[src/mt9v034_settings.svh]
// Camera demo settings covering AXI-lite bus geometry, address map, memory size and sensor identity
`ifndef MT9V034_SETTINGS_SVH
`define MT9V034_SETTINGS_SVH

// ----------------------------------------------------------
// AXI-lite bus geometry
// ----------------------------------------------------------
`define AXI_ADDR_W     32
`define AXI_DATA_W     32
`define AXI_STRB_W     4            // One strobe per byte lane

// ----------------------------------------------------------
// Address map
// ----------------------------------------------------------
`define SLAVE_SEL_BIT  12           // 0 = control registers, 1 = on-chip memory
`define MAP_TOP_BIT    12           // Any set bit above this is a hole

// On-chip memory size in 32-bit words
`define OCM_DEPTH      64

// MT9V034 chip version as seen by software
`define SENSOR_ID      32'H0000_1324

`endif
[src/demo_regs_pkg.sv]
// Register map of the image-path control block
package demo_regs_pkg;

  // ----------------------------------------------------------
  // Byte offsets inside the 16-byte register window
  // ----------------------------------------------------------
  typedef enum logic [3:0] {
    REG_ID      = 4'H0,  // Sensor identity, read-only
    REG_LED     = 4'H4,  // LED byte in bits 7..0
    REG_SWITCH  = 4'H8,  // Switch sample, read-only
    REG_SCRATCH = 4'HC   // Free 32-bit word for software
  } reg_offset_e;

  // LED field of REG_LED
  // Bit n drives LED n, upper 24 bits read as zero
  typedef logic [7:0] led_bits_t;

endpackage

[src/axi_lite_pkg.sv]
// AXI-lite bus types shared by the crossbar and its slaves
`include "mt9v034_settings.svh"

package axi_lite_pkg;

  // Response codes as on the wire
  typedef enum logic [1:0] {
    RESP_OKAY   = 2'B00,
    RESP_SLVERR = 2'B10,  // Slave saw a bad access
    RESP_DECERR = 2'B11   // Nobody lives at this address
  } axi_resp_e;

  // Master-driven side, 105 bits
  typedef struct packed {
    logic                   aw_valid;
    logic [`AXI_ADDR_W-1:0] aw_addr;
    logic                   w_valid;
    logic [`AXI_DATA_W-1:0] w_data;
    logic [`AXI_STRB_W-1:0] w_strb;
    logic                   b_ready;
    logic                   ar_valid;
    logic [`AXI_ADDR_W-1:0] ar_addr;
    logic                   r_ready;
  } axi_lite_req_t;

  // Slave-driven side, 41 bits
  typedef struct packed {
    logic                   aw_ready;
    logic                   w_ready;
    logic                   b_valid;
    axi_resp_e              b_resp;
    logic                   ar_ready;
    logic                   r_valid;
    logic [`AXI_DATA_W-1:0] r_data;
    axi_resp_e              r_resp;
  } axi_lite_rsp_t;

  // Byte-lane merge of a write beat into an old word
  function automatic logic [`AXI_DATA_W-1:0] apply_strb(
      input logic [`AXI_DATA_W-1:0] old_word,
      input logic [`AXI_DATA_W-1:0] new_word,
      input logic [`AXI_STRB_W-1:0] strb);
    logic [`AXI_DATA_W-1:0] merged;
    merged = old_word;
    for (int i = 0; i < `AXI_STRB_W; i++) begin
      if (strb[i]) begin
        merged[8*i +: 8] = new_word[8*i +: 8];  // Lane enabled
      end
    end
    return merged;
  endfunction

endpackage

[src/mt9v034_demo.sv]
// Camera demo programmable-logic top joining the AXI-lite crossbar, control registers and memory
`timescale 1ns/10ps

module mt9v034_demo (
  input  logic                        aclk,
  input  logic                        rst_n_i,
  // General-purpose AXI-lite master port
  input  axi_lite_pkg::axi_lite_req_t axi_req_i,
  output axi_lite_pkg::axi_lite_rsp_t axi_rsp_o,
  // Board I/O
  input  logic [7:0]                  sws_i,
  output logic [7:0]                  leds_o
);

  import axi_lite_pkg::*;

  // ----------------------------------------------------------
  // Crossbar to slave links
  // ----------------------------------------------------------
  axi_lite_req_t regs_req;    // Port 0
  axi_lite_rsp_t regs_rsp;
  axi_lite_req_t ocm_req;     // Port 1
  axi_lite_rsp_t ocm_rsp;

  // Address bit 12 picks the slave
  axi_lite_crossbar axi_lite_crossbar_inst (
    .aclk( aclk),
    .rst_n_i( rst_n_i),
    .s_req_i( axi_req_i),
    .s_rsp_o( axi_rsp_o),
    .regs_req_o( regs_req),
    .regs_rsp_i( regs_rsp),
    .ocm_req_o( ocm_req),
    .ocm_rsp_i( ocm_rsp)
  );

  // Control registers, owner of switches and LEDs
  image_path_regs image_path_regs_inst (
    .aclk( aclk),
    .rst_n_i( rst_n_i),
    .req_i( regs_req),
    .rsp_o( regs_rsp),
    .sws_i( sws_i),
    .leds_o( leds_o)
  );

  // On-chip memory
  ocm_ram ocm_ram_inst (
    .aclk( aclk),
    .rst_n_i( rst_n_i),
    .req_i( ocm_req),
    .rsp_o( ocm_rsp)
  );

endmodule

[src/image_path_regs.sv]
// Image-path control registers holding sensor identity, LEDs, switch sample and scratch word
`timescale 1ns/10ps

`include "mt9v034_settings.svh"

module image_path_regs (
  input  logic                        aclk,
  input  logic                        rst_n_i,
  input  axi_lite_pkg::axi_lite_req_t req_i,
  output axi_lite_pkg::axi_lite_rsp_t rsp_o,
  input  logic [7:0]                  sws_i,   // Board switches
  output logic [7:0]                  leds_o   // Board LEDs
);

  import axi_lite_pkg::*;
  import demo_regs_pkg::*;

  reg_offset_e            wr_off;
  reg_offset_e            rd_off;
  logic                   wr_fire;
  logic                   rd_fire;
  logic                   b_valid_q;
  axi_resp_e              b_resp_q;
  logic                   r_valid_q;
  axi_resp_e              r_resp_q;
  logic [`AXI_DATA_W-1:0] r_data_q;
  led_bits_t              led_q;       // LED register
  logic [`AXI_DATA_W-1:0] scratch_q;   // Scratch register

  // Only the low nibble decodes, window repeats every 16 bytes
  assign wr_off = reg_offset_e'(req_i.aw_addr[3:0]);
  assign rd_off = reg_offset_e'(req_i.ar_addr[3:0]);

  assign wr_fire = req_i.aw_valid && req_i.w_valid && !b_valid_q;
  assign rd_fire = req_i.ar_valid && !r_valid_q;

  // ----------------------------------------------------------
  // Write side
  // ----------------------------------------------------------
  always_ff @(posedge aclk) begin
    if (!rst_n_i) begin
      b_valid_q <= 1'B0;
      b_resp_q  <= RESP_OKAY;
      led_q     <= '0;                 // LEDs dark out of reset
      scratch_q <= '0;
    end else if (wr_fire) begin
      b_valid_q <= 1'B1;
      b_resp_q  <= RESP_OKAY;
      case (wr_off)
        REG_LED: begin
          if (req_i.w_strb[0]) begin
            led_q <= req_i.w_data[7:0];  // Only lane 0 backed
          end
        end
        REG_SCRATCH: begin
          scratch_q <= apply_strb(scratch_q, req_i.w_data, req_i.w_strb);
        end
        // Read-only registers and misaligned offsets
        default: begin
          b_resp_q <= RESP_SLVERR;
        end
      endcase
    end else if (req_i.b_ready) begin
      b_valid_q <= 1'B0;
    end
  end

  // ----------------------------------------------------------
  // Read side
  // ----------------------------------------------------------
  always_ff @(posedge aclk) begin
    if (!rst_n_i) begin
      r_valid_q <= 1'B0;
    end else if (rd_fire) begin
      r_valid_q <= 1'B1;
    end else if (req_i.r_ready) begin
      r_valid_q <= 1'B0;
    end
  end

  // Read word and status latched at acceptance
  always_ff @(posedge aclk) begin
    if (rd_fire) begin
      r_resp_q <= RESP_OKAY;
      case (rd_off)
        REG_ID:      r_data_q <= `SENSOR_ID;
        REG_LED:     r_data_q <= {24'H0, led_q};
        REG_SWITCH:  r_data_q <= {24'H0, sws_i};   // Switch sample
        REG_SCRATCH: r_data_q <= scratch_q;
        default: begin
          r_data_q <= '0;                           // Not word aligned
          r_resp_q <= RESP_SLVERR;
        end
      endcase
    end
  end

  always_comb begin
    rsp_o.aw_ready = wr_fire;
    rsp_o.w_ready  = wr_fire;
    rsp_o.b_valid  = b_valid_q;
    rsp_o.b_resp   = b_resp_q;
    rsp_o.ar_ready = rd_fire;
    rsp_o.r_valid  = r_valid_q;
    rsp_o.r_data   = r_data_q;
    rsp_o.r_resp   = r_resp_q;
  end

  assign leds_o = led_q;

endmodule

[src/ocm_ram.sv]
// On-chip memory slave, 32-bit words behind AXI-lite with byte strobes
`timescale 1ns/10ps

`include "mt9v034_settings.svh"

module ocm_ram (
  input  logic                        aclk,
  input  logic                        rst_n_i,
  input  axi_lite_pkg::axi_lite_req_t req_i,
  output axi_lite_pkg::axi_lite_rsp_t rsp_o
);

  import axi_lite_pkg::*;

  localparam int IDX_W = $clog2(`OCM_DEPTH);  // Word index width

  logic [`AXI_DATA_W-1:0] mem [`OCM_DEPTH];

  logic [IDX_W-1:0]       wr_idx;
  logic [IDX_W-1:0]       rd_idx;
  logic                   wr_fire;
  logic                   rd_fire;
  logic                   b_valid_q;  // Write response pending
  logic                   r_valid_q;  // Read response pending
  logic [`AXI_DATA_W-1:0] r_data_q;

  // ----------------------------------------------------------
  // Address phase
  // ----------------------------------------------------------
  // Word index from bits above the byte lanes, upper bits wrap
  assign wr_idx = req_i.aw_addr[IDX_W+1:2];
  assign rd_idx = req_i.ar_addr[IDX_W+1:2];

  // Address and data taken together, never with a B still out
  assign wr_fire = req_i.aw_valid && req_i.w_valid && !b_valid_q;
  assign rd_fire = req_i.ar_valid && !r_valid_q;

  // Storage
  always_ff @(posedge aclk) begin
    if (wr_fire) begin
      mem[wr_idx] <= apply_strb(mem[wr_idx], req_i.w_data, req_i.w_strb);
    end
  end

  // Read data captured at acceptance
  always_ff @(posedge aclk) begin
    if (rd_fire) begin
      r_data_q <= mem[rd_idx];
    end
  end

  // ----------------------------------------------------------
  // Response valids
  // ----------------------------------------------------------
  always_ff @(posedge aclk) begin
    if (!rst_n_i) begin
      b_valid_q <= 1'B0;
    end else if (wr_fire) begin
      b_valid_q <= 1'B1;          // Up the cycle after acceptance
    end else if (req_i.b_ready) begin
      b_valid_q <= 1'B0;          // Held until taken
    end
  end

  always_ff @(posedge aclk) begin
    if (!rst_n_i) begin
      r_valid_q <= 1'B0;
    end else if (rd_fire) begin
      r_valid_q <= 1'B1;
    end else if (req_i.r_ready) begin
      r_valid_q <= 1'B0;
    end
  end

  // Slave side of the bus
  always_comb begin
    rsp_o.aw_ready = wr_fire;     // Same-cycle accept
    rsp_o.w_ready  = wr_fire;
    rsp_o.b_valid  = b_valid_q;
    rsp_o.b_resp   = RESP_OKAY;   // Memory never faults
    rsp_o.ar_ready = rd_fire;
    rsp_o.r_valid  = r_valid_q;
    rsp_o.r_data   = r_data_q;
    rsp_o.r_resp   = RESP_OKAY;
  end

endmodule

[src/axi_lite_crossbar.sv]
// AXI-lite crossbar steering one master to the control registers or the on-chip memory
`timescale 1ns/10ps

`include "mt9v034_settings.svh"

module axi_lite_crossbar (
  input  logic                        aclk,
  input  logic                        rst_n_i,
  // Upstream master
  input  axi_lite_pkg::axi_lite_req_t s_req_i,
  output axi_lite_pkg::axi_lite_rsp_t s_rsp_o,
  // Port 0, control registers
  output axi_lite_pkg::axi_lite_req_t regs_req_o,
  input  axi_lite_pkg::axi_lite_rsp_t regs_rsp_i,
  // Port 1, on-chip memory
  output axi_lite_pkg::axi_lite_req_t ocm_req_o,
  input  axi_lite_pkg::axi_lite_rsp_t ocm_rsp_i
);

  import axi_lite_pkg::*;

  typedef enum logic [1:0] {
    IDLE,      // Decoding the next address
    ROUTE,     // Waiting on the latched slave
    OWN_RESP   // Local DECERR pending
  } xbar_state_e;

  xbar_state_e wr_state;
  xbar_state_e rd_state;
  logic        wr_sel_q;  // Latched slave, 1 = memory
  logic        rd_sel_q;

  logic aw_hole;          // Write address not mapped
  logic ar_hole;
  logic aw_sel;
  logic ar_sel;
  logic wr_open;          // Mapped write may pass
  logic rd_open;
  logic aw_fire;
  logic ar_fire;
  logic b_fire;
  logic r_fire;

  // ----------------------------------------------------------
  // Address decode
  // ----------------------------------------------------------
  assign aw_hole = |s_req_i.aw_addr[`AXI_ADDR_W-1:`MAP_TOP_BIT+1];
  assign ar_hole = |s_req_i.ar_addr[`AXI_ADDR_W-1:`MAP_TOP_BIT+1];
  assign aw_sel  = s_req_i.aw_addr[`SLAVE_SEL_BIT];
  assign ar_sel  = s_req_i.ar_addr[`SLAVE_SEL_BIT];

  assign wr_open = (wr_state == IDLE) && !aw_hole;
  assign rd_open = (rd_state == IDLE) && !ar_hole;

  // Upstream handshakes
  assign aw_fire = s_req_i.aw_valid && s_rsp_o.aw_ready;
  assign ar_fire = s_req_i.ar_valid && s_rsp_o.ar_ready;
  assign b_fire  = s_rsp_o.b_valid && s_req_i.b_ready;
  assign r_fire  = s_rsp_o.r_valid && s_req_i.r_ready;

  // Request steering
  always_comb begin
    regs_req_o = s_req_i;   // Payload fanned out to both slaves
    ocm_req_o  = s_req_i;
    regs_req_o.aw_valid = s_req_i.aw_valid && wr_open && !aw_sel;
    regs_req_o.w_valid  = s_req_i.w_valid  && wr_open && !aw_sel;
    ocm_req_o.aw_valid  = s_req_i.aw_valid && wr_open && aw_sel;
    ocm_req_o.w_valid   = s_req_i.w_valid  && wr_open && aw_sel;
    regs_req_o.ar_valid = s_req_i.ar_valid && rd_open && !ar_sel;
    ocm_req_o.ar_valid  = s_req_i.ar_valid && rd_open && ar_sel;
    // Response ready only toward the owner of the transfer
    regs_req_o.b_ready  = s_req_i.b_ready && (wr_state == ROUTE) && !wr_sel_q;
    ocm_req_o.b_ready   = s_req_i.b_ready && (wr_state == ROUTE) && wr_sel_q;
    regs_req_o.r_ready  = s_req_i.r_ready && (rd_state == ROUTE) && !rd_sel_q;
    ocm_req_o.r_ready   = s_req_i.r_ready && (rd_state == ROUTE) && rd_sel_q;
  end

  // ----------------------------------------------------------
  // Upstream response mux
  // ----------------------------------------------------------
  always_comb begin
    s_rsp_o = '0;
    case (wr_state)
      IDLE: begin
        if (aw_hole) begin
          // Hole, swallow address and data together
          s_rsp_o.aw_ready = s_req_i.aw_valid && s_req_i.w_valid;
          s_rsp_o.w_ready  = s_req_i.aw_valid && s_req_i.w_valid;
        end else begin
          s_rsp_o.aw_ready = aw_sel ? ocm_rsp_i.aw_ready : regs_rsp_i.aw_ready;
          s_rsp_o.w_ready  = aw_sel ? ocm_rsp_i.w_ready  : regs_rsp_i.w_ready;
        end
      end
      ROUTE: begin
        s_rsp_o.b_valid = wr_sel_q ? ocm_rsp_i.b_valid : regs_rsp_i.b_valid;
        s_rsp_o.b_resp  = wr_sel_q ? ocm_rsp_i.b_resp  : regs_rsp_i.b_resp;
      end
      OWN_RESP: begin
        s_rsp_o.b_valid = 1'B1;
        s_rsp_o.b_resp  = RESP_DECERR;
      end
      default: ;
    endcase
    case (rd_state)
      IDLE: begin
        s_rsp_o.ar_ready = ar_hole ? s_req_i.ar_valid
                                   : (ar_sel ? ocm_rsp_i.ar_ready : regs_rsp_i.ar_ready);
      end
      ROUTE: begin
        s_rsp_o.r_valid = rd_sel_q ? ocm_rsp_i.r_valid : regs_rsp_i.r_valid;
        s_rsp_o.r_data  = rd_sel_q ? ocm_rsp_i.r_data  : regs_rsp_i.r_data;
        s_rsp_o.r_resp  = rd_sel_q ? ocm_rsp_i.r_resp  : regs_rsp_i.r_resp;
      end
      OWN_RESP: begin
        s_rsp_o.r_valid = 1'B1;   // Data stays zero
        s_rsp_o.r_resp  = RESP_DECERR;
      end
      default: ;
    endcase
  end

  // Write direction FSM
  always_ff @(posedge aclk) begin
    if (!rst_n_i) begin
      wr_state <= IDLE;
      wr_sel_q <= 1'B0;
    end else begin
      case (wr_state)
        IDLE: begin
          if (aw_fire) begin
            wr_sel_q <= aw_sel;                         // Lock choice until B
            wr_state <= aw_hole ? OWN_RESP : ROUTE;
          end
        end
        default: begin
          if (b_fire) begin
            wr_state <= IDLE;
          end
        end
      endcase
    end
  end

  // Read direction FSM, independent of writes
  always_ff @(posedge aclk) begin
    if (!rst_n_i) begin
      rd_state <= IDLE;
      rd_sel_q <= 1'B0;
    end else begin
      case (rd_state)
        IDLE: begin
          if (ar_fire) begin
            rd_sel_q <= ar_sel;
            rd_state <= ar_hole ? OWN_RESP : ROUTE;
          end
        end
        default: begin
          if (r_fire) begin
            rd_state <= IDLE;
          end
        end
      endcase
    end
  end

endmodule

[config.mk]
export PLATFORM = sky130hd
export DESIGN_NAME = mt9v034_demo
export DESIGN_NICKNAME = d
export VERILOG_FILES = /design/src/demo_regs_pkg.sv /design/src/axi_lite_pkg.sv /design/src/mt9v034_demo.sv /design/src/image_path_regs.sv /design/src/ocm_ram.sv /design/src/axi_lite_crossbar.sv
export VERILOG_INCLUDE_DIRS = /design/src
export SDC_FILE = /design/constraint.sdc
export NUM_CORES = 2
export LEC_CHECK = 0
export ABC_CLOCK_PERIOD_IN_PS = 7100
export BUFFER_PORTS_ARGS = -buffer_cell sky130_fd_sc_hd__buf_2
export CAP_MARGIN = 10
export CORE_MARGIN = 8
export CORE_UTILIZATION = 45
export CTS_CLUSTER_SIZE = 14
export DETAILED_ROUTE_END_ITERATION = 12
export SLEW_MARGIN = 20
export SYNTH_ARGS = -nofsm -noshare
export SYNTH_HDL_FRONTEND = slang
export SYNTH_SLANG_ARGS = --single-unit
[constraint.sdc]
create_clock -name aclk -period 7.1 [get_ports aclk]
set_input_delay 1.065 -clock aclk [delete_from_list [all_inputs] [get_ports aclk]]
set_output_delay 1.065 -clock aclk [all_outputs]
set_load 0.05 [all_outputs]
==> flow_metrics.tcl <==
set metrics [dict create \
    status "finished, final reports clean" \
    r2r_slack_ps 3910 \
    io_pins 164 \
    cp_slowest_cell "o31ai_1" \
    endpoint_kind "primary output" \
    synth_most_common_cell "edfxtp_1" \
    fp.coreArea_um2 185000 \
    startpoint "axi_req_i[95]" \
    setup_viol 0 \
    htreeDepth 4 \
    drive_gt1_share_pct 24.5 \
    maxSlewHeadroom_pct 25.9 \
    endpoint "axi_rsp_o[40]" \
    antenna_found_initial 34 \
    firstDrtPassIters 11 \
    netlist_area_um2 83900 \
    clock-skew-final_ps 30.1 \
    clock_sinks 2164 \
    grt_pass1_vias 40980 \
    viasPerCell 5.97 \
    layout.nets 4360 \
    yosysTopAreaCellShare_pct 75.6 \
    critical_path_class "in2out" \
    ant_nets 0 \
    hold_viol_final 0 \
    start_kind "input pin" \
    grt_overflow 0 \
    setup_slack_ps 3130 \
    area_growth_pct 12.1 \
    worst_pin_slew_ps 1110 \
    synth-async-reset-ratio_pct 0 \
    cts_buffers 211 \
    clk_latency_ps 860 \
    cp_common_cell "buf_2" \
    worst-path-max-fanout 5 \
    ys_types 53 \
    clock_path_buffers 3 \
    maxCapViolCount 0 \
    grt_util_all_layers_pct 21.6 \
    drtIter0Drc 5048 \
    max_stage_delay_ps 640 \
    drt-wirelength-per-cell_um 31.9 \
    dp_slack_ps 2520 \
    drv_slew 0 \
    ys_warn_count 0 \
    reg2reg_from "axi_lite_crossbar_inst.wr_state[0]$_SDFFE_PN0P_" \
    gp_congestion 0.823 \
    worstRegToRegCells 8 \
    ys_seq_area_share_pct 76.9 \
    die_area_um2 200000 \
    rows 158 \
    rsz0062_at_grt "no" \
    holdCritPathClass "reg2reg" \
    path_cells "buf_2, nor4_1, nand4_1, o31ai_1, inv_1, buf_2" \
    synth_largest_area_cell "edfxtp_1" \
    place_hpwl_um 133000 \
    vias 41333 \
    reg2reg_to "ocm_ram_inst.mem[34][2]$_DFFE_PP_" \
    io_buffers 155 \
    die_h_um 448 \
    grt_pass1_wl_um 308000 \
    fillerInstances 14780 \
    finalCriticalPeriod_ps 3970 \
    clock-root-buffer "clkbuf_16" \
    finalSetupTns_ps 0 \
    fmax_mhz 252 \
    grt_max_degree 110 \
    cp.arrival_ps 2910 \
    synth-main-ff-cell "edfxtp_1" \
    routed_wl_um 221000 \
    power_density_nw_per_um2 276 \
    synth_edf_count 2113 \
    drc 0 \
    start_util_pct 45.3 \
    timing.critical_path.required_ps 6030 \
    yosys-top-cells-area "edfxtp_1, mux4_2, a22oi_1" \
    p_leak_nw 29.1 \
    cts_tree "yes" \
    postCtsResizedCells 0 \
    hold_buffers 0 \
    synth_nets 4152 \
    synthTopCellsByCount "edfxtp_1, mux4_2, nor2_1" \
    clk_pin_slew_ps 60 \
    postSynthAreaPerCell_um2 20.8 \
    period_share_pct 56.0 \
    netlist_instances 4030 \
    vdd_drop_max_uv 264 \
    cts_setup_buffers 0 \
    dieWidth_um 448 \
    ys_ff_latch 2164 \
]
[final cells by class]
type,count,area [um^2],area share [%]
tap,2480,3100,3.30
clock inverter,130,940,0.999
clock buffer,262,5600,5.95
antenna,23,57.6,0.0612
multi-input combinational,1608,18200,19.4
timing repair buffer,240,1630,1.73
inverter,13,48.8,0.0519
sequential,2164,64500,68.5
[sequential cells by signal (all words and copies together), names as in the netlist, 2 cells and up]
signal and flops:
axi_lite_crossbar_inst.rd_state 2, axi_lite_crossbar_inst.wr_state 2, image_path_regs_inst.leds_o 8, image_path_regs_inst.r_data_q 32, image_path_regs_inst.scratch_q 32, ocm_ram_inst.mem 2048, ocm_ram_inst.r_data_q 32
[routing by layer]
metal  vias to the layer above  GRT usage [%]  part of all wire (%)
li1                      17122              -                     -
met1                     21912           29.6                    40
met2                      1894           32.6                    45
met3                       381           7.30                    11
met4                        24           7.27                   3.5
met5                         -          0.986                  0.17
[logic make-up after synthesis]
group,share of synthesized area (%)
multiplexers,15.3
AO/OA/AOI/OAI,2.94
flip-flops,76.9
buffers and inverters,1.51
adder cells (fa/ha/maj),0.104
AND/OR/NAND/NOR,3.27
[report_power, final]
part	total (W)	internal, W	leakage [nW]	switching [W]
clock	0.0107	0.00597	3.21	0.00473
sequential	0.0140	0.0140	19.4	0.00000751
combinational	0.00121	0.000412	6.45	0.000796
[cell usage in the layout (no fill, tap or decap), types with 43 or more instances in the layout]
master / instances
nand2_1: 155
buf_2: 151
a21oi_1: 108
a22oi_1: 215
buf_4: 72
clkbuf_16: 215
clkbuf_1: 43
dfxtp_1: 50
clkinv_1: 64
nor2_1: 281
mux2i_1: 99
mux4_2: 520
edfxtp_1: 2113
[through the flow]
stage | instance area (um^2) | util, % | instances | power [W] | hold WS [ps]
floorplan | 83900 | - | 4030 | 0.0149 | 431
global placement | 87400 | 47.2 | 6505 | 0.0155 | 441
detailed placement | 87400 | 47.2 | 6505 | 0.0155 | 446
CTS | 94000 | 50.7 | 6897 | 0.0261 | 458
global route | 94000 | 50.8 | 6908 | 0.0266 | 474
finish | 94100 | 50.8 | 6920 | 0.0259 | 453
[worst max-delay path, delay by kind of cell]
kind | cells | cell delay, ps
AOI/OAI and AO/OA | 1 | 640
and+or+nand+nor | 2 | 630
buffers and inverters | 3 | 560
[how the worst min path moves through the flow]
stage / startpoint / end / slack (ps) / cells after the start
after global routing: image_path_regs_inst.scratch_q[1]$_SDFFE_PN0P_ / image_path_regs_inst.scratch_q[1]$_SDFFE_PN0P_ / 470 / 2
after CTS: image_path_regs_inst.scratch_q[26]$_SDFFE_PN0P_ / image_path_regs_inst.scratch_q[26]$_SDFFE_PN0P_ / 460 / 2
after floorplan: image_path_regs_inst.scratch_q[0]$_SDFFE_PN0P_ / image_path_regs_inst.scratch_q[0]$_SDFFE_PN0P_ / 430 / 2
after global placement: image_path_regs_inst.scratch_q[25]$_SDFFE_PN0P_ / image_path_regs_inst.scratch_q[25]$_SDFFE_PN0P_ / 440 / 2
after detailed placement: image_path_regs_inst.scratch_q[6]$_SDFFE_PN0P_ / image_path_regs_inst.scratch_q[6]$_SDFFE_PN0P_ / 450 / 2
final: image_path_regs_inst.scratch_q[13]$_SDFFE_PN0P_ / image_path_regs_inst.scratch_q[13]$_SDFFE_PN0P_ / 450 / 2
(Power assumes the default switching activity.)
